$ cat config.mk
export PLATFORM = sky130hd
export DESIGN_NAME = bus_decoder
export DESIGN_NICKNAME = d
export VERILOG_FILES = /design/src/hdl/bus_pkg.sv /design/src/hdl/bus_decoder.sv
export SDC_FILE = /design/constraint.sdc
export NUM_CORES = 1
export LEC_CHECK = 0
export BUFFER_PORTS_ARGS = -buffer_cell sky130_fd_sc_hd__buf_2
export CORE_AREA = 2 2 92 94
export DETAILED_ROUTE_END_ITERATION = 8
export DIE_AREA = 0 0 94 96
export HOLD_SLACK_MARGIN = 0.06
export MAX_ROUTING_LAYER = met4
export PLACE_DENSITY = 0.59
export SYNTH_ARGS = -nofsm -noshare
export SYNTH_HDL_FRONTEND = slang
export SYNTH_SLANG_ARGS = --single-unit
$ cat constraint.sdc
create_clock -name i_clock -period 2.37 [get_ports i_clock]
set_input_delay 0.5925 -clock i_clock [delete_from_list [all_inputs] [get_ports i_clock]]
set_output_delay 0.5925 -clock i_clock [all_outputs]
set_load 0.02 [all_outputs]
$ cat src/hdl/bus_pkg.sv
// ============================================================
// Shared bus types and address map
// ============================================================

package bus_pkg;

	// ============================================================
	// Widths
	typedef logic [31:0] bus_addr_t;
	typedef logic [31:0] bus_data_t;

	// RAM geometry
	localparam int MEM_WORDS = 256;
	localparam int MEM_INDEX_W = $clog2(MEM_WORDS);
	typedef logic [MEM_INDEX_W-1:0] mem_index_t;

	// ============================================================
	// Address map, region is picked by bits 31:28
	localparam bus_addr_t MEM_BASE = 32'h0000_0000;
	localparam bus_addr_t STATUS_BASE = 32'h1000_0000;

	// Status register offsets
	localparam bus_addr_t STATUS_READS = 32'h0;
	localparam bus_addr_t STATUS_WRITES = 32'h4;
	localparam bus_addr_t STATUS_SCRATCH = 32'h8;
	localparam bus_addr_t STATUS_FAULT = 32'hC;

	// ============================================================
	// Bus structs
	typedef struct packed {
		logic rw;
		bus_addr_t address;
		bus_data_t wdata;
	} bus_req_t;

	typedef struct packed {
		logic ready;
		bus_data_t rdata;
	} bus_rsp_t;

	// One-cycle completion report
	typedef struct packed {
		logic done;
		logic rw;
		logic fault;
	} bus_event_t;

	typedef enum logic [1:0] {IDLE, BUSY, REPLY} mux_state_t;

endpackage
$ cat src/hdl/bus_decoder.sv
// ============================================================
// Bus address decoder
// ============================================================

`timescale 1ns/1ns

module bus_decoder import bus_pkg::*; (
	input logic i_clock,
	input logic i_reset,

	// From the multiplexer
	input logic i_bus_request,
	input bus_req_t i_bus_cmd,
	output bus_rsp_t o_bus_rsp,

	// To the targets
	output logic o_mem_request,
	output logic o_status_request,
	output bus_req_t o_cmd,
	input bus_rsp_t i_mem_rsp,
	input bus_rsp_t i_status_rsp,

	// Completion report
	output bus_event_t o_event
);

	logic hit_mem;
	logic hit_status;
	logic mem_sel_q;
	logic status_sel_q;
	logic fault_q;
	logic rw_q;

	// Region from the top nibble, RAM also range checked
	assign hit_mem = (i_bus_cmd.address[31:28] == MEM_BASE[31:28]) &&
		(i_bus_cmd.address[27:2] < 26'(MEM_WORDS));
	assign hit_status = (i_bus_cmd.address[31:28] == STATUS_BASE[31:28]);

	assign o_mem_request = i_bus_request && hit_mem;
	assign o_status_request = i_bus_request && hit_status;
	assign o_cmd = i_bus_cmd;

	// Remember target of the access in flight
	always_ff @(posedge i_clock) begin
		if (i_reset) begin
			mem_sel_q <= 1'b0;
			status_sel_q <= 1'b0;
			fault_q <= 1'b0;
		end else begin
			fault_q <= i_bus_request && !hit_mem && !hit_status;
			if (i_bus_request) begin
				mem_sel_q <= hit_mem;
				status_sel_q <= hit_status;
			end
		end
	end

	always_ff @(posedge i_clock) begin
		if (i_bus_request)
			rw_q <= i_bus_cmd.rw;
	end

	// Reply select, unmapped accesses answer with zero data
	always_comb begin
		o_bus_rsp = '0;
		if (mem_sel_q)
			o_bus_rsp = i_mem_rsp;
		else if (status_sel_q)
			o_bus_rsp = i_status_rsp;
		else
			o_bus_rsp.ready = fault_q;
	end

	assign o_event.done = o_bus_rsp.ready;
	assign o_event.rw = rw_q;
	assign o_event.fault = fault_q;

endmodule

# Word level (Yosys, flattened, before mapping)
# Index checks and enable logic that the tools add are counted.
totals:
  register_bits: 4
  latchBits: 0
  mem_bits_rw: 0
  mem_bits_ro: 0
  output_inout_bits: 103
  mem_count: 0
classes:
  addsub: 0
  multipliers: 0
  n_div: 0
  order_cmp: 1
  n_eq_ne: 1
  shift: 0
  muxes: 3
  bitwise: 0
  n_reduce_logical: 8
ops:
  columns: ["op", "n"]
  rows:
  - ["$mux W33", 1]
  - ["$mux W32", 1]
  - ["$lt A26 B9 Y1 const B", 1]
  - ["$logic_and A1 B1 Y1", 5]
  - ["$eq A4 B1 Y1 const B", 1]
  - ["$logic_not A4 Y1", 1]
  - ["$logic_not A1 Y1", 2]
  - ["$mux W1", 1]

# Longest topological paths before layout
depth:
  depth_word: 5
  ltp_mapped: 5
  depth_no_buf: 3

# Least setup slack after synthesis
# No wires, ideal clock.
synth_path:
  path_kind: "input -> output"
  from: "input port i_bus_cmd[58] (netlist bit)"
  to: "output port o_mem_request"
  t_arrival_ns: 1.513
  required_ns: 1.778
  path_slack_ns: 0.265
  stages: 3
  n_path_buf: 0
  path_cell_list: "or4_4 nor2_4 and3_1"
synth_via:
  elab_chain_len: 3
synth_lines:
  columns: ["item", "line", "rtl"]
  rows:
  - ["from (decl)", "bus_decoder.sv:13", "input bus_req_t i_bus_cmd,"]
  - ["$lt A26 B9 Y1", "bus_decoder.sv:36", "(i_bus_cmd.address[27:2] < 26'(MEM_WORDS));"]
  - ["$logic_and A1 B1 Y1", "bus_decoder.sv:35", "assign hit_mem = (i_bus_cmd.address[31:28] == MEM_BASE[31:28]) &&"]
  - ["$logic_and A1 B1 Y1", "bus_decoder.sv:39", "assign o_mem_request = i_bus_request && hit_mem;"]
  - ["to (decl)", "bus_decoder.sv:17", "output logic o_mem_request,"]
# Every way passes these cells.

# Worst setup path in the final report
# Same ends and word-level chain as after synthesis.

==> run summary <==
Global route total overflow = 0
Clock power share = 38.9%
DIE WIDTH = 94 um
Initial antenna violation count = 0
Net Sw Power = 124 uW
CP delay by family, top = simple AND/OR/NAND/NOR gates
Leak = 0.000892 uW
Share of the clock period used by the worst path = 96.0%
EDFF count, synth = 1
Placed instance count = 317
Syn Nets = 267
Comb pwr share = 42.1%
Clk slew on worst S/H paths = 0.03 ns
Post-synthesis async set-or-reset flop share = 0%
TNS Setup = 0 ns
Ports = 237
DRC Markers = 0
Peak VDD IR = 0.000205 V
Layout cells sized above 1 = 75.5%
Status = finished, final reports clean
Crit path top cell by count = buf_2
DP Wirelength = 3280 um
Insertion delay to the later sink of the worst-skew pair = 0.22 ns
Post-synth cell types = 21
Setup crit start kind = input pin
Post-CTS Setup Bufs = 0
CTS tree = yes
Die span in y = 96 um
Register area share after synthesis = 8.45%
H-tree depth = 1
Largest net degree at the start of global routing = 33
Avg Inst Size Synth = 8.02 um^2
WS Path Type = input pin to output port
Crit-path max cell delay = 0.54 ns
# clock sinks = 4
Critical-path cell list = buf_2 -> or4_4 -> nor2_4 -> and3_1 -> buf_2
Die Area = 9020 um^2
Switching share of power = 31.6%
Area grow syn2layout = 39.7%
Max Freq = 0.439 GHz
Final slew viol count = 0
Hold-fix buffers at CTS = 0
Crit path time final = 2.28 ns
Synth Instances = 133
Per-cell routed wire length = 11.5 um
IO Port Bufs = 152
Number of synthesized register bits = 4
First-pass GRT wire length = 4490 um
Core Footprint = 8050 um^2
CP Capture Type = output port
Worst min path class = input pin to flop
GRT Overall Usage = 6.54%
Sequential Power Share = 18.9%
RSZ-0062 raised after global routing = false
Antenna diodes = 0
Max-slew headroom = 78.4%
Synth Flop Type = dfxtp_1
Worst Path Buf+Inv = 2
Top post-synthesis cells by area = buf_4 (48%), a22o_1 (26%), dfxtp_1 (5.6%)
# nets final = 351
Post-route ant nets = 0
Via density = 3.82
Hold Fails Final Rpt = 0
Clock Skew = 0 ns
Clk buf depth = 2
Worst Tran Pin Value = 0.325 ns
Synthesis Warnings = 0
CTS Root Cell = clkbuf_8
Drt first pass iters = 4
Vias in the first global route = 981
Placer Congestion = 0.668
Critical Path AT = 1.68 ns
CTS Buf Count = 3
Starting DRT DRC Count = 5
Internal = 268 uW
Slowest-stage cell, CP = or4_4
Post-synthesis cell area = 1070 um^2
Cts repair resizes = 0
Cell taking the most area after synthesis = buf_4
Starting Density = 13.2%
Max-cap violations = 0
CP max FO = 3
Final WL = 3700 um
Area share of the largest cell type after synthesis = 47.9%
Fin cells = 321
Final Setup Violations = 0
Row count = 33
Critical Path RT = 1.78 ns
Routed via count = 1227
Pwr/cell area = 263 nW/um^2
## final timing paths
path / cells past startpoint / to / slack, ns / startpoint
hold / removal: 1 / rw_q / 0.59 / i_bus_cmd[64]
setup reg to reg: 2 / mem_sel_q / 1.57 / mem_sel_q
hold reg to reg: 2 / status_sel_q / 0.63 / status_sel_q
setup / recovery: 5 / o_mem_request / 0.09 / i_bus_cmd[58]
## through the flow
stage | hold WS [ns] | worst slack, ns | power [uW] | util, % | instance area [um^2]
CTS | 0.600 | 0.0384 | 398 | 18.4 | 1480
global placement | 0.621 | 0.00464 | 239 | 17.9 | 1440
floorplan | 0.581 | 0.265 | 265 | - | 1070
finish | 0.589 | 0.0943 | 392 | 18.5 | 1490
global route | 0.593 | 0.0325 | 417 | 18.5 | 1490
detailed placement | 0.629 | 0.0333 | 242 | 17.9 | 1440
## cell usage in the layout (no fill, tap or decap), drive strengths merged, types with 2 or more instances in the layout
master  synthesis  layout
clkbuf          4       4
nor2b           2       2
nor4            2       2
dfxtp           3       3
or4             2       2
nor3            2       2
nand2           2       2
a22o           32      32
and3            2       2
buf            72     155
## layout make-up
type	instances	area [um^2]
inverter	1	3.75
timing repair buffer	155	783
multi-input combinational	52	435
clock buffer	4	45.0
sequential	4	90.1
tap	105	131
fill	912	6560
## metal layers
metal	wire [um]	vias up	track usage (%)	part of all wire, %
met3	479	16	2.43	13
met4	80	0	2.90	2.2
met5	0	-	-	0
li1	-	580	-	-
met1	1200	534	6.15	32
met2	1950	97	12.0	53
## logic make-up after synthesis
kind of cell	Yosys count	share of synthesized area, %
buffers and inverters	77	51.5
and+or+nand+nor	15	9.86
muxes	1	0.939
DFF	4	8.45
AOI/OAI and AO/OA	36	29.2
## synthesized netlist by cell type, drive strengths merged (2+ instances only)
| library cell | n |
|---|---|
| clkbuf | 4 |
| nor4 | 2 |
| dfxtp | 3 |
| nand2 | 2 |
| and3 | 2 |
| a22o | 32 |
| nor3 | 2 |
| nor2b | 2 |
| or4 | 2 |
| buf | 72 |
## power by group through the flow
stage	Sequential [uW]	Clock, uW	Combinational [uW]
6_report	74.2	153	165
5_1_grt	74.5	163	179
4_1_cts	74.3	157	167
3_5_place_dp	75.2	0	166
3_3_place_gp	75.5	0	164
2_1_floorplan	74.9	0	190
## flip-flops by register name (all words and copies together) (netlist names)
register,count
fault_q,1
mem_sel_q,1
rw_q,1
status_sel_q,1
Note: power is estimated with default switching activity, not from simulation.
