===== src/hdl/bus_pkg.sv =====
// ============================================================
// Shared bus types and address map
// ============================================================

package bus_pkg;

	// ============================================================
	// Widths
	typedef logic [31:0] bus_addr_t;
	typedef logic [31:0] bus_data_t;

	// RAM geometry
	localparam int MEM_WORDS = 256;
	localparam int MEM_INDEX_W = $clog2(MEM_WORDS);
	typedef logic [MEM_INDEX_W-1:0] mem_index_t;

	// ============================================================
	// Address map, region is picked by bits 31:28
	localparam bus_addr_t MEM_BASE = 32'h0000_0000;
	localparam bus_addr_t STATUS_BASE = 32'h1000_0000;

	// Status register offsets
	localparam bus_addr_t STATUS_READS = 32'h0;
	localparam bus_addr_t STATUS_WRITES = 32'h4;
	localparam bus_addr_t STATUS_SCRATCH = 32'h8;
	localparam bus_addr_t STATUS_FAULT = 32'hC;

	// ============================================================
	// Bus structs
	typedef struct packed {
		logic rw;
		bus_addr_t address;
		bus_data_t wdata;
	} bus_req_t;

	typedef struct packed {
		logic ready;
		bus_data_t rdata;
	} bus_rsp_t;

	// One-cycle completion report
	typedef struct packed {
		logic done;
		logic rw;
		logic fault;
	} bus_event_t;

	typedef enum logic [1:0] {IDLE, BUSY, REPLY} mux_state_t;

endpackage

===== src/hdl/bus_status_regs.sv =====
// ============================================================
// Bus status registers
// ============================================================

`timescale 1ns/1ns

module bus_status_regs import bus_pkg::*; (
	input logic i_clock,
	input logic i_reset,
	input logic i_request,
	input bus_req_t i_cmd,
	output bus_rsp_t o_rsp,
	input bus_event_t i_event,
	output logic o_fault
);

	bus_data_t read_count;
	bus_data_t write_count;
	bus_data_t scratch;
	logic fault_flag;
	logic ready_q;
	bus_data_t rdata_q;
	logic [3:0] offset;

	// Word offset within the block
	assign offset = {i_cmd.address[3:2], 2'b00};

	// ============================================================
	// Counters, scratch and sticky fault
	always_ff @(posedge i_clock) begin
		if (i_reset) begin
			read_count <= '0;
			write_count <= '0;
			scratch <= '0;
			fault_flag <= 1'b0;
			ready_q <= 1'b0;
		end else begin
			ready_q <= i_request;
			if (i_event.done) begin
				if (i_event.rw)
					write_count <= write_count + 1'b1;
				else
					read_count <= read_count + 1'b1;
				if (i_event.fault)
					fault_flag <= 1'b1;
			end
			// Counters are read only
			if (i_request && i_cmd.rw) begin
				if (offset == STATUS_SCRATCH[3:0])
					scratch <= i_cmd.wdata;
				if (offset == STATUS_FAULT[3:0] && i_cmd.wdata[0])
					fault_flag <= 1'b0;
			end
		end
	end

	// Read mux, sampled before this access is counted
	always_ff @(posedge i_clock) begin
		if (i_request) begin
			case (offset)
				STATUS_READS[3:0]: rdata_q <= read_count;
				STATUS_WRITES[3:0]: rdata_q <= write_count;
				STATUS_SCRATCH[3:0]: rdata_q <= scratch;
				default: rdata_q <= {31'b0, fault_flag};
			endcase
		end
	end

	assign o_rsp.ready = ready_q;
	assign o_rsp.rdata = rdata_q;
	assign o_fault = fault_flag;

endmodule


===== config.mk =====
export PLATFORM = sky130hd
export DESIGN_NAME = bus_status_regs
export DESIGN_NICKNAME = d
export VERILOG_FILES = /design/src/hdl/bus_pkg.sv /design/src/hdl/bus_status_regs.sv
export SDC_FILE = /design/constraint.sdc
export NUM_CORES = 1
export LEC_CHECK = 0
export ABC_AREA = 1
export BUFFER_PORTS_ARGS = -buffer_cell sky130_fd_sc_hd__buf_2
export CORE_UTILIZATION = 40
export DETAILED_ROUTE_END_ITERATION = 7
export GPL_ROUTABILITY_DRIVEN = 1
export PLACE_DENSITY = 0.58
export REMOVE_ABC_BUFFERS = 1
export SLEW_MARGIN = 10
export SYNTH_ARGS = -nofsm -noshare
export SYNTH_HDL_FRONTEND = slang
export SYNTH_SLANG_ARGS = --single-unit

===== constraint.sdc =====
create_clock -name i_clock -period 3.3 [get_ports i_clock]
set_input_delay 0.165 -clock i_clock [delete_from_list [all_inputs] [get_ports i_clock]]
set_output_delay 0.165 -clock i_clock [all_outputs]
set_load 0.005 [all_outputs]

======== After elaboration in Yosys (flattened, before gate mapping) ========
Cells that the tools add are included.
storage, ports and cells
  flip-flop bits (word level) ............. 130
  output and inout bits ................... 34
  logic and storage cells ................. 23
cells by class
  $add $sub $neg .......................... 2
  equality and inequality tests ........... 3
  mux-type cells .......................... 5
  bitwise operators ....................... 1
  reduce and logical (&&, ||, !) cells .... 6
operator list
  kind                                                                   number
  32-bit case mux with 3 select lines                                    1
  32-bit by 1-bit adder with 32-bit output, second input constant        2
  2-bit AND reduction                                                    3
  2-bit equality test, second input constant                             2
  4-bit zero test                                                        1
  1-bit two-way mux                                                      4
  2-bit by 1-bit equality test with 1-bit output, second input constant  1
  1-bit logical AND                                                      2
  1-bit NOT                                                              1

======== Longest topological paths before layout ========
  depth after elaboration ................. 4
  mapped depth ............................ 11
  depth with buffers taken out ............ 11

======== Worst setup path after synthesis ========
OpenSTA, ideal clock, no wires.
  kind .................................... flip-flop to flip-flop
  start point ............................. register write_count[1]
  end point ............................... register write_count[14]
  library setup time ...................... 116 ps
  arrival ................................. 1313 ps
  data required time ...................... 3184 ps
  path slack .............................. 1871 ps
  stages on the path, launching flop included .. 8
  path buffers ............................ 0
  clock period less this slack ............ 1429 ps
  cells stage by stage .................... dfxtp_1 -> ha_1 -> nand3_1 -> nor2_2 -> nand3_1 -> or2_0 -> o21ai_0 -> nor2_1
on the way
  longest elaborated chain between the ends .. 1
RTL lines
  item                                      line                   source
  start, declared                           bus_status_regs.sv:18  bus_data_t write_count;
  start signal, assigned                    bus_status_regs.sv:41  write_count <= write_count + 1'b1;
  32-bit by 1-bit adder with 32-bit output  bus_status_regs.sv:41
Every way passes these cells.
A chain may end at the register's enable or synchronous reset.

======== Worst setup path in the final report ========
Ends and elaborated chain as after synthesis.

==> impl_metrics.csv <==
group,metric,value,unit
die,ioPinCount,105,
status,violations,"DRC",
final_layout,antenna_cells,0,
synthesis,yosysUniqueCellTypes,32,
final_layout,fillers,1513,
power,powerDensity,500,nW/µm²
setup_path,cp_common_cell,"nand3_1",
status,outcome,"finished, violations left",
grt,globalRouteOverflowTotal,0,
drt,drc,2,
drt,viasPerCell,4.97,
clock_network,clockBufferDepth,2,
grt,grt_pass1_wl,26400,µm
placed_design,pre_cts_ws,1.47,ns
sta,fin_crit_sh,54.1,%
die,start_util,41.3,%
power,total_power,3.60,mW
power,p_leak,2.76,nW
synthesis,ys_top_cells_by_area,"dfxtp_1, edfxtp_1, nand2_1, nor2_1, inv_1",
clock_network,clkTransAtPathRegs,0.05,ns
final_layout,syn_to_final_growth,19.1,%
setup_path,crit_type,"flip-flop to flip-flop",
setup_path,cp.buffers_inverters,0,
min_path,hold_class,"input port to flip-flop",
sta,setup_viol,0,
setup_path,start_kind,"flip-flop",
setup_path,crit_path_cell_trace,"ha_1 -> nand3_1 -> nor2_2 -> nand3_1 -> or2_0 -> o21ai_0 -> nor2_1",
synthesis,ys_seq_elements,130,
clock_network,ctsResizeCount,0,
sta,hold_viol,0,
setup_path,cp_top_family,"simple AND/OR/NAND/NOR gates",
sta,grt_setup_unrepaired,"false",
clock_network,cts_max_level,4,
setup_path,crit_path_end_kind,"flip-flop",
sta,setup_slack,1.51,ns
final_layout,multiInputGateArea,2680,µm²
grt,grt_start_max_net_pins,34,
synthesis,syn_inst,831,
synthesis,syn-cell-area,6040,µm²
drt,drt.antenna.violating_nets,0,
setup_path,crit_arrival,2.09,ns
run,maxCapViolCount,0,
drt,routed_wl,16500,µm
grt,grt_antenna_before_repair,0,
die,core_area,14600,µm²
clock_network,cts_buffers,17,
die,die-area,15600,µm²
die,rows,44,
die,die_h,125,µm
drt,num_vias,5504,
sta,clock_skew,0.00550,ns
sta,setup_tns,0,ns
placed_design,placedCellCount,1069,
final_layout,nets,984,
final_layout,drive_above_1_share,13.1,%
synthesis,yosysTopAreaCell,"dfxtp_1",
placed_design,port_buffers,74,
synthesis,synthFlopType,"dfxtp_1",
clock_network,cts_tree,"done",
power,irDropWorstVdd,0.332,mV
final_layout,fin_cells,1108,
drt,wl_per_cell,14.9,µm
setup_path,critPathMaxFanout,5,
synthesis,async_reset_ff_share,0,%
synthesis,ys_warn_count,0,
clock_network,clk_latency,0.42,ns
setup_path,cp.required,3.61,ns
sta,finalCriticalPeriod,1.79,ns
final_layout,seqCellArea,2920,µm²
placed_design,routabilityCongestion,0.842,
clock_network,ctsRootBufferMaster,"clkbuf_16",
clock_network,clock-sinks,130,
synthesis,ys_seq_area_share,48.4,%
die,fp.dieW,125,µm
sta,relSlewSlack,27.9,%
synthesis,yosysTopAreaCellShare,32.5,%
sta,fmax,560,MHz
sta,worst_slew_pin_slew,1.08,ns
grt,groute.usage.overall,22.1,%
sta,finalMaxSlewViolations,0,
setup_path,slowest_stage,"dfxtp_1",
placed_design,place_hpwl,11900,µm
grt,grt_pass1_vias,5175,
setup_path,slowest_delay,0.41,ns
synthesis,avgSynthCellArea,7.27,µm²
drt,drtIter0Drc,384,
synthesis,synth_edf_count,32,
drt,dr.pass1.iters,7,
-- synthesized netlist by cell type (3+ instances only) --
library cell,count
a21oi_1,28
clkbuf_1,19
nor2_1,172
edfxtp_1,32
o21ai_0,59
nand2_1,180
nor2_2,7
dfxtp_1,98
xnor2_1,3
nor3_1,18
nor2_4,3
nor3b_1,3
nand3_1,55
inv_1,87
o211ai_1,26
nand4_1,12
nand3b_1,3
xor2_1,4
buf_2,5
-- worst register-to-register path: cells and delay by family, from the launching register on --
| kind | cells | cell delay, ns |
|---|---|---|
| adder cells (fa/ha/maj) | 1 | 0.21 |
| AO/OA/AOI/OAI | 1 | 0.16 |
| AND/OR/NAND/NOR | 5 | 0.91 |
| flip-flops | 1 | 0.41 |
-- state kept, by name, summed over array words and instances (netlist names) --
register and count:
read_count 32, rdata_q 32, o_fault 1, ready_q 1, scratch 32, write_count 32
-- placed cells by master (no fill, tap or decap), types with 18 or more instances in the layout --
cell type and instances:
nand2_1 180, nor2_1 171, dfxtp_1 98, inv_1 87, buf_2 74, o21ai_0 59
nand3_1 55, edfxtp_1 32, a21oi_1 28, o211ai_1 26, nor3_1 18
-- layer usage --
metal  up-vias  global-route usage [%]  routed length (µm)  part of all wire [%]
li1       2876                       -                   -                     -
met1      2506                    29.4                7760                    47
met2       101                    35.8                7730                    47
met3        21                    4.41                 668                   4.1
met4         0                    8.03                 316                   1.9
met5         -                       0                   0                     0
-- final timing paths --
path              slack, ns               to  cells after the start            from
setup / recovery       1.51  write_count[14]                      7  write_count[1]
setup reg to reg       1.51  write_count[14]                      7  write_count[1]
hold reg to reg        0.48      scratch[23]                      2     scratch[23]
hold / removal        0.005       scratch[3]                      3        i_cmd[3]
-- area by class of cell --
class                   count  share of cell area [%]
repair buffers             88                    6.85
inverters                  89                    4.64
flip-flops and latches    130                    40.6
clock buffers              25                    6.74
well taps                 184                    3.20
multi-input cells         585                    37.2
clock inverters             7                   0.817
-- logic make-up (layout without fill, tap and decap cells) --
kind of cell | after synthesis | count (layout) | share of synthesized area [%]
and+or+nand+nor | 457 | 457 | 31.6
DFF | 130 | 130 | 48.4
AOI/OAI and AO/OA | 119 | 119 | 11.2
buffers and inverters | 116 | 209 | 7.43
xor gates and xnor gates | 7 | 7 | 1.01
adders and majority gates | 2 | 2 | 0.414
-- through the flow --
| stage | hold slack (ns) | cell area (µm²) | utilization [%] |
|---|---|---|---|
| 2_1_floorplan | 0.236 | 5930 | - |
| 5_1_grt | 0.0125 | 7200 | 49.2 |
| 4_1_cts | 0.000346 | 7200 | 49.2 |
| 3_3_place_gp | 0.390 | 6590 | 45.0 |
| 3_5_place_dp | 0.394 | 6590 | 45.0 |
| 6_report | 0.00492 | 7200 | 49.2 |
-- repair_timing --
item,CTS,global route
setup buffers,0,0
hold buffers,7,0
endpoints found under the hold margin,7,0
-- report_power, final --
part	total, mW	leakage [nW]	internal [mW]	switching (mW)
clock	1.74	0.272	1.09	0.652
combinational	0.175	1.36	0.0649	0.110
sequential	1.69	1.12	1.67	0.0189
total	3.60	2.76	2.82	0.781
Power figures use the tool's default switching activity.
