## config.mk

```make
export PLATFORM = sky130hd
export DESIGN_NAME = bus_mux
export DESIGN_NICKNAME = d
export VERILOG_FILES = /design/src/hdl/bus_pkg.sv /design/src/hdl/bus_mux.sv
export SDC_FILE = /design/constraint.sdc
export NUM_CORES = 1
export LEC_CHECK = 0
export BUFFER_PORTS_ARGS = -buffer_cell sky130_fd_sc_hd__buf_2
export CAP_MARGIN = 10
export CORE_AREA = 2 2 103 105
export CTS_BUF_LIST = sky130_fd_sc_hd__clkbuf_8
export CTS_CLUSTER_DIAMETER = 100
export DETAILED_ROUTE_END_ITERATION = 8
export DIE_AREA = 0 0 105 107
export PLACE_DENSITY = 0.75
export RECOVER_POWER = 50
export SETUP_SLACK_MARGIN = 0.02
export SLEW_MARGIN = 30
export SYNTH_ARGS = -nofsm -noshare
export SYNTH_HDL_FRONTEND = slang
export SYNTH_SLANG_ARGS = --single-unit
```

## constraint.sdc

```tcl
create_clock -name i_clock -period 5.5 [get_ports i_clock]
set_input_delay 1.1 -clock i_clock [delete_from_list [all_inputs] [get_ports i_clock]]
set_output_delay 1.1 -clock i_clock [all_outputs]
set_load 0.02 [all_outputs]
```

## src/hdl/bus_pkg.sv

```systemverilog
// ============================================================
// Shared bus types and address map
// ============================================================

package bus_pkg;

	// ============================================================
	// Widths
	typedef logic [31:0] bus_addr_t;
	typedef logic [31:0] bus_data_t;

	// RAM geometry
	localparam int MEM_WORDS = 256;
	localparam int MEM_INDEX_W = $clog2(MEM_WORDS);
	typedef logic [MEM_INDEX_W-1:0] mem_index_t;

	// ============================================================
	// Address map, region is picked by bits 31:28
	localparam bus_addr_t MEM_BASE = 32'h0000_0000;
	localparam bus_addr_t STATUS_BASE = 32'h1000_0000;

	// Status register offsets
	localparam bus_addr_t STATUS_READS = 32'h0;
	localparam bus_addr_t STATUS_WRITES = 32'h4;
	localparam bus_addr_t STATUS_SCRATCH = 32'h8;
	localparam bus_addr_t STATUS_FAULT = 32'hC;

	// ============================================================
	// Bus structs
	typedef struct packed {
		logic rw;
		bus_addr_t address;
		bus_data_t wdata;
	} bus_req_t;

	typedef struct packed {
		logic ready;
		bus_data_t rdata;
	} bus_rsp_t;

	// One-cycle completion report
	typedef struct packed {
		logic done;
		logic rw;
		logic fault;
	} bus_event_t;

	typedef enum logic [1:0] {IDLE, BUSY, REPLY} mux_state_t;

endpackage
```

## src/hdl/bus_mux.sv

```systemverilog
// ============================================================
// Registered two-port bus multiplexer
// ============================================================

`timescale 1ns/1ns

module bus_mux import bus_pkg::*; (
	input logic i_clock,
	input logic i_reset,

	// Port A, instruction side, read only
	input logic i_pa_request,
	input bus_addr_t i_pa_address,
	output logic o_pa_ready,
	output bus_data_t o_pa_rdata,

	// Port B, data side
	input logic i_pb_request,
	input bus_req_t i_pb_cmd,
	output logic o_pb_ready,
	output bus_data_t o_pb_rdata,

	// Shared bus
	output logic o_bus_request,
	output bus_req_t o_bus_cmd,
	input bus_rsp_t i_bus_rsp
);

	mux_state_t state;
	logic owner_b;
	logic pick_a;
	logic pick_b;
	bus_data_t rdata_q;

	// ============================================================
	// Arbitration
	// B wins in IDLE. While the owner sees its ready its request is
	// still the old one, so only the other port may start then.
	always_comb begin
		pick_a = 1'b0;
		pick_b = 1'b0;
		case (state)
			IDLE: begin
				pick_b = i_pb_request;
				pick_a = i_pa_request && !i_pb_request;
			end
			REPLY: begin
				if (owner_b)
					pick_a = i_pa_request;
				else
					pick_b = i_pb_request;
			end
			default: begin
				pick_a = 1'b0;
				pick_b = 1'b0;
			end
		endcase
	end

	// ============================================================
	// Control FSM
	always_ff @(posedge i_clock) begin
		if (i_reset) begin
			state <= IDLE;
			owner_b <= 1'b0;
			o_bus_request <= 1'b0;
			o_pa_ready <= 1'b0;
			o_pb_ready <= 1'b0;
		end else begin
			o_bus_request <= 1'b0;
			o_pa_ready <= 1'b0;
			o_pb_ready <= 1'b0;
			case (state)
				IDLE, REPLY: begin
					state <= IDLE;
					if (pick_a || pick_b) begin
						state <= BUSY;
						owner_b <= pick_b;
						o_bus_request <= 1'b1;
					end
				end
				BUSY: begin
					// Reply always comes one cycle after the strobe
					if (i_bus_rsp.ready) begin
						state <= REPLY;
						o_pa_ready <= !owner_b;
						o_pb_ready <= owner_b;
					end
				end
				default: state <= IDLE;
			endcase
		end
	end

	// Latched command and returned data
	always_ff @(posedge i_clock) begin
		if (pick_b) begin
			o_bus_cmd <= i_pb_cmd;
		end else if (pick_a) begin
			o_bus_cmd.rw <= 1'b0;
			o_bus_cmd.address <= i_pa_address;
			o_bus_cmd.wdata <= '0;
		end
		if (state == BUSY && i_bus_rsp.ready)
			rdata_q <= i_bus_rsp.rdata;
	end

	assign o_pa_rdata = rdata_q;
	assign o_pb_rdata = rdata_q;

endmodule

```

**Yosys cells after proc, flatten, opt, wreduce, memory -nomap -nowiden**

Index checks and enable logic that the tools add are counted.
Widths: inputs -> output; s select.

- Output and inout bits: 132
- Input port bits: 134
- Bits in registers: 103

- Bitwise operators: 3
- Equal/unequal tests: 3
- Multiplexer cells: 10
- Reduce and logical (&&, ||, !) cells: 11

Operators by type and width:

| operator | number |
|---|---|
| $mux 65 | 2 |
| $mux 1 | 4 |
| $pmux 1 s2 | 2 |
| $pmux 2 s2 | 1 |
| $reduce_or 2->1 | 2 |
| $not 1->1 | 3 |
| $reduce_or 3->1 | 1 |
| $eq 2x1->1 const B | 1 |
| $eq 2x2->1 const B | 1 |
| $logic_and 1x1->1 | 2 |
| $logic_not 1->1 | 2 |
| $logic_not 2->1 | 1 |
| $mux 2 | 1 |
| $ne 2x2->1 const B | 1 |
| $reduce_and 2->1 | 1 |
| $reduce_bool 2->1 | 1 |
| $logic_or 1x1->1 | 1 |

**Longest topological paths before layout**

Gate-level depths: netlist (run 1).

- Word-level depth: 6
- Gate-level depth with buffers: 5
- Depth with buffers taken out: 3

**Worst setup path after synthesis (run 1)**

No wires, ideal clock.

- Path kind: input-to-reg
- Start: input port i_pb_request
- End: register o_bus_cmd[0] (netlist name) (enable)
- Stages on the path: 2
- Path slack: 592 ps
- Buffers on the path: 0
- Arrival: 4,398 ps
- Data required time: 4,991 ps
- Cell sequence: o21ai_0 a21oi_1

- Cells in the longest elaborated chain, start to end: 4
- Elaborated cells on any way between the ends: 6

RTL lines:

| item | line | text |
|---|---|---|
| from (decl) | bus_mux.sv:18 | `input logic i_pb_request,` |
| $logic_not 1->1 | bus_mux.sv:45 | `pick_a = i_pa_request && !i_pb_request;` |
| $logic_and 1x1->1 | bus_mux.sv:45 |  |
| $pmux 1 s2 | bus_mux.sv:42 | `case (state)` |
| $reduce_bool 2->1 (no source line) (*) | -- |  |
| to (signal assigned) | bus_mux.sv:98 | `o_bus_cmd <= i_pb_cmd;` |
| to (decl) | bus_mux.sv:25 | `output bus_req_t o_bus_cmd,` |

Mark *: on every way between the ends. The rest lies on a longest branch, timed or not.
A chain may end at the register's enable or synchronous reset.

**Final worst setup path (run 1)**

- Start: input port i_pb_request
- End: register o_bus_cmd[45] (netlist name), data pin

- Cells in the longest elaborated chain, start to end: 3

RTL lines:

| item | line | text |
|---|---|---|
| $mux 1 | bus_mux.sv:48 | `if (owner_b)` |
| $pmux 1 s2 (*) | bus_mux.sv:42 |  |
| $mux 65 (*) | bus_mux.sv:97 | `if (pick_b) begin` |

Marked as above.

==> flow_summary.ini, run 1 <==
[cts]
clock_latency_ns = 0.36
numCtsBuffers = 9
cts_resized = 0
clock-sinks = 103
cts.htree.levels = 3
postCtsHoldBufs = 0
cts_root_buf = clkbuf_8
cts_tree = done
post-cts-setup-buffers = 0
clk_pin_slew_ns = 0.10
clock_path_buffers = 2

[routing]
avgViaCountPerCell = 4.42
drt-total-wl_mm = 9.27
drtAntennaViolNets = 0
avgRoutedWirePerCell_um = 15.3
initialDrtViolationCount = 94
met2_length_mm = 4.81
vias = 2669
met3_length_um = 852
wl_met1_mm = 3.42
firstDrtPassIters = 6
dr.max_layer_used = met4
drc = 0

[floorplan]
die_w_um = 105
start_util = 0.398
ios = 266
core-area_um2 = 10100
die-area_um2 = 11200
num_rows = 37
die_y_um = 107

[logic_synthesis]
synth_xor_xnor_area_share = 0
synth-seq-cells = 103
yosysSeqAreaShare = 0.756
synth_area_um2 = 4010
ys_types = 22
synthSimpleGateAreaFrac = 0.0639
synth_nets = 358
synthMuxAreaShare = 0.0979
synth-compound-area-share = 0.00998
yosysTopAreaCell = edfxtp_1
synth_fa_ha_area_frac = 0
yosys.area.top_type_share = 0.726
ys_warn_count = 0
synth_area_leaders = edfxtp_1 (73%), mux2_2 (7.3%), buf_4 (6.0%)
synthCells = 224
syn-mean-instance-area_um2 = 17.9
synth_top_family_by_area = multiplexers

[global_routing]
grt_max_degree = 67
antenna_found_initial = 0
overflow = 0
grt_usage = 0.159
grt_pass1_vias = 2676
grt_pass1_wl_mm = 13.3

[run_status]
violations = max-capacitance violations, max-slew violations
status = finished with violations

[timing]
grt_setup_unrepaired = false
tightestPinTransition_ns = 2.45
min_period_ns = 3.43
drv_slew = 67
hold_viol = 0
setup_tns_ns = 0
setup_viol = 0
skew_ns = 0.0116
slew_headroom = -0.636
clock.fmax_mhz = 292
post-route-period-util = 0.623

[placed_design]
dp_hpwl_mm = 7.08
place_congestion = 0.790
io_buffers = 265

[critical_path]
crit_fanout = 66
regToRegSetupSlack_ns = 2.50
cp-start-kind = input port
cp-end-kind = register
cp.required_ns = 5.62
path_class = input port to register
cp.arrival_ns = 3.55

[cells_and_area]
drive_above_1_share = 0.558
layout.cells.most_common = buf_2
num_antenna_cells = 0
fin_nets = 597
area_growth_pct = 32.8
post-route-util = 0.528
mostFrequentLayoutCells = buf_2 (212), edfxtp_1 (97), clkbuf_1 (54)

[power_and_ir_drop]
ir_worst_vdd_v = 0.000145
p_leak_nw = 2.26
power.density_nw_per_um2 = 313

[min_path]
hold_path_class = register to register

[run]
max_cap_viol_count = 1
[sequential cells by signal, indices dropped and copies added (netlist names)]
name and cells:
o_bus_cmd 65, o_pa_rdata 32, state 2, o_bus_request 1, o_pa_ready 1, o_pb_ready 1, owner_b 1
[where the power goes]
part,switching (mW),internal [mW],leakage (nW),total [mW]
registers,0.0209,0.943,0.997,0.964
clock network,0.249,0.161,0.0939,0.411
logic,0.186,0.108,1.17,0.294
[worst paths after layout]
path | from | end | depth (start not counted)
worst max-delay path | i_pb_request | o_bus_cmd[45] | 3
worst min register to register | state[0] | o_pa_ready | 2
worst min-delay path | state[0] | o_pa_ready | 2
worst max register to register | owner_b | o_bus_cmd[45] | 3
[Yosys cell counts]
library cell / number
nand2_1: 1
dfxtp_1: 6
inv_1: 2
mux2_4: 6
and2_1: 34
and3_4: 1
nor3_1: 1
buf_4: 32
nor2b_1: 1
buf_2: 2
a21boi_0: 2
clkbuf_1: 3
mux2i_1: 1
or3_1: 1
buf_6: 2
nand3b_1: 1
o21ba_2: 1
a21oi_1: 2
nor2_1: 1
edfxtp_1: 97
mux2_2: 26
o21ai_0: 1
[critical path, cell delays in order]
cell and delay (ns):
clkbuf_1 0.11, and3_1 1.83, mux2_2 0.47
[cells by family after synthesis]
kind of cell,Yosys count
AO/OA/AOI/OAI,6
buffers and inverters,41
flip-flops,103
multiplexers,33
AND/OR/NAND/NOR,41
[final cells by class]
cell class	instances	area, um2
Tap cell	136	170
Timing Repair Buffer	267	1270
Clock buffer	9	124
Sequential cell	103	3030
Inverter	2	7.51
Fill cell	912	4760
Clock inverter	7	41.3
Multi-Input combinational cell	80	684
[stage by stage]
stage / std cells / cell area [um2] / hold WS [ns] / total power, mW / setup slack, ns
final: 604 / 5330 / 0.519 / 1.67 / 2.07
after global routing: 604 / 5330 / 0.548 / 1.74 / 1.83
after detailed placement: 587 / 5250 / 0.526 / 1.29 / 2.28
after global placement: 587 / 5250 / 0.509 / 1.28 / 2.42
after CTS: 603 / 5410 / 0.545 / 1.70 / 2.70
after floorplan: 224 / 4010 / 0.471 / 1.17 / 0.592
[routing by layer]
layer / vias to the layer above / track usage
met4: 0 / 0.0752
met1: 1247 / 0.171
li1: 1258 / -
met3: 14 / 0.0547
met5: - / 0
met2: 150 / 0.281
(Power assumes the default switching activity.)
==> run 2: changes to the inputs <==
clock period = 3.4 ns   (was 5.5 ns; I/O delays follow)
==> run 2 against run 1 <==
  * The run still ends with max-capacitance violations, max-slew violations left
  * First-iteration DRC count grew 44%
  * Cell count shrank 0.17%
  * Highest routed layer unchanged
  * Non-clock buffer count is the same
  * Setup slack lost 0.98 ns
  * Critical endpoint is now o_pa_rdata[18]
  * Via count grew 1.2%
  * Global-route usage grew 0.77 points
  * Register-to-register slack lost 1.4 ns
  * Routed wire length grew 4.1%
  * Sequential share of layout area grew 0.16 points
  * Critical path depth is the same
  * Cell area shrank 0.28%
==> flow_summary.ini, run 2 (same netlist as run 1, synthesis figures left out) <==
[timing]
clock.fmax_mhz = 433
setup_slack_ns = 1.09
slew_headroom = -0.146
grt_setup_unrepaired = false
tightestPinTransition_ns = 1.72
min_period_ns = 2.31
drv_slew = 33
post-route-period-util = 0.679
setup_viol = 0
skew_ns = 0.00649
setup_tns_ns = 0
hold_viol = 0

[run]
max_cap_viol_count = 1

[cells_and_area]
mostFrequentLayoutCells = buf_2 (199), edfxtp_1 (97), clkbuf_1 (67)
layout.cells.most_common = buf_2
area_growth_pct = 32.5
design_area_um2 = 5320
drive_above_1_share = 0.527
stdcell_count = 603
largest_register_ffs = 65
max_flop_register = o_bus_cmd
fin_nets = 597
num_antenna_cells = 0

[critical_path]
cp_slowest_cell = clkbuf_1
rr_worst_depth = 3
crit_fanout = 32
slowest_delay_ns = 1.22
cp.required_ns = 3.35
critPathBufInv = 2
r2r-start = state[1]
cp.arrival_ns = 2.26
cp-end-kind = register
timing.rr.end = o_pa_rdata[18]
cp-start-kind = register
path_class = register to register
regToRegSetupSlack_ns = 1.09
crit_family = buffers and inverters
path_cells = nand3b_1, inv_1, clkbuf_1

[placed_design]
io_buffers = 265
dp_hpwl_mm = 7.37
dp_slack_ns = 1.12
place_area_um2 = 5250
place_inst = 588
place_congestion = 0.737

[cts]
clock_latency_ns = 0.35
cts_tree = done
clock_path_buffers = 2
postCtsHoldBufs = 0
numCtsBuffers = 9
post-cts-setup-buffers = 0
cts_resized = 0
cts.htree.levels = 3
clk_pin_slew_ns = 0.09
cts_root_buf = clkbuf_8
clock-sinks = 103

[floorplan]
core-area_um2 = 10100
ios = 266
start_util = 0.398
die-area_um2 = 11200
num_rows = 37
die_y_um = 107
die_w_um = 105

[power_and_ir_drop]
p_leak_nw = 2.22
ir_worst_vdd_v = 0.000238
power.density_nw_per_um2 = 502
power_mw = 2.67

[global_routing]
grt_pass1_vias = 2698
grt_usage = 0.167
antenna_found_initial = 0
overflow = 0
grt_max_degree = 67
grt_pass1_wl_mm = 14.0

[routing]
firstDrtPassIters = 4
avgRoutedWirePerCell_um = 16.0
drtAntennaViolNets = 0
drt-total-wl_mm = 9.65
initialDrtViolationCount = 135
avgViaCountPerCell = 4.48
vias = 2701
drc = 0

[run_status]
violations = max-capacitance violations, max-slew violations
status = finished with violations

[min_path]
hold_path_class = input port to register
min_from = i_bus_rsp[14]
hold_end = o_pa_rdata[14]
min_delay_path_depth = 1
run 2: changes by cell type in the layout (fill, tap and decap cells not counted), moves of 3 or more:
| cell | previous run | this run |
|---|---|---|
| and2_0 | 24 | 9 |
| and2_1 | 10 | 25 |
| buf_2 | 212 | 199 |
| clkbuf_1 | 54 | 67 |
| clkinv_1 | 0 | 3 |
| clkinv_2 | 4 | 0 |
run 2: power by group:
group | switching, mW | internal [mW]
Sequential | 0.0345 | 1.53
Combinational | 0.303 | 0.167
Clock | 0.387 | 0.253
Total | 0.724 | 1.94
run 2: stage by stage:
| step | util | hold WS (ns) |
|---|---|---|
| 2_1_floorplan | - | 0.471 |
| 3_3_place_gp | 0.520 | 0.512 |
| 3_5_place_dp | 0.520 | 0.539 |
| 4_1_cts | 0.536 | 0.470 |
| 5_1_grt | 0.527 | 0.467 |
| 6_report | 0.527 | 0.498 |
run 2: worst max path at each step:
stage	start	cells past startpoint	to	slack, ns
4_1_cts	state[0]	4	o_bus_cmd[54]	1.49
2_1_floorplan	i_pb_request	2	o_bus_cmd[0]	0.36
6_report	state[1]	3	o_pa_rdata[18]	1.09
3_3_place_gp	i_pb_request	4	o_bus_cmd[48]	1.24
5_1_grt	state[1]	3	o_pa_rdata[18]	0.90
3_5_place_dp	i_pb_request	4	o_bus_cmd[31]	1.12
run 2: routing by layer:
metal,GRT usage,share of wire
met1,0.174,0.35
met2,0.301,0.54
met3,0.0578,0.095
met5,0,0
met4,0.0762,0.021
run 2: area by class of cell:
cell class                 instances  area [um2]
tap                              136         170
fill                             941        4780
inverter                           2        7.51
clock inverter                     6        30.0
multi-input combinational         80         697
clock buffer                       9         124
timing repair buffer             267        1250
sequential                       103        3030
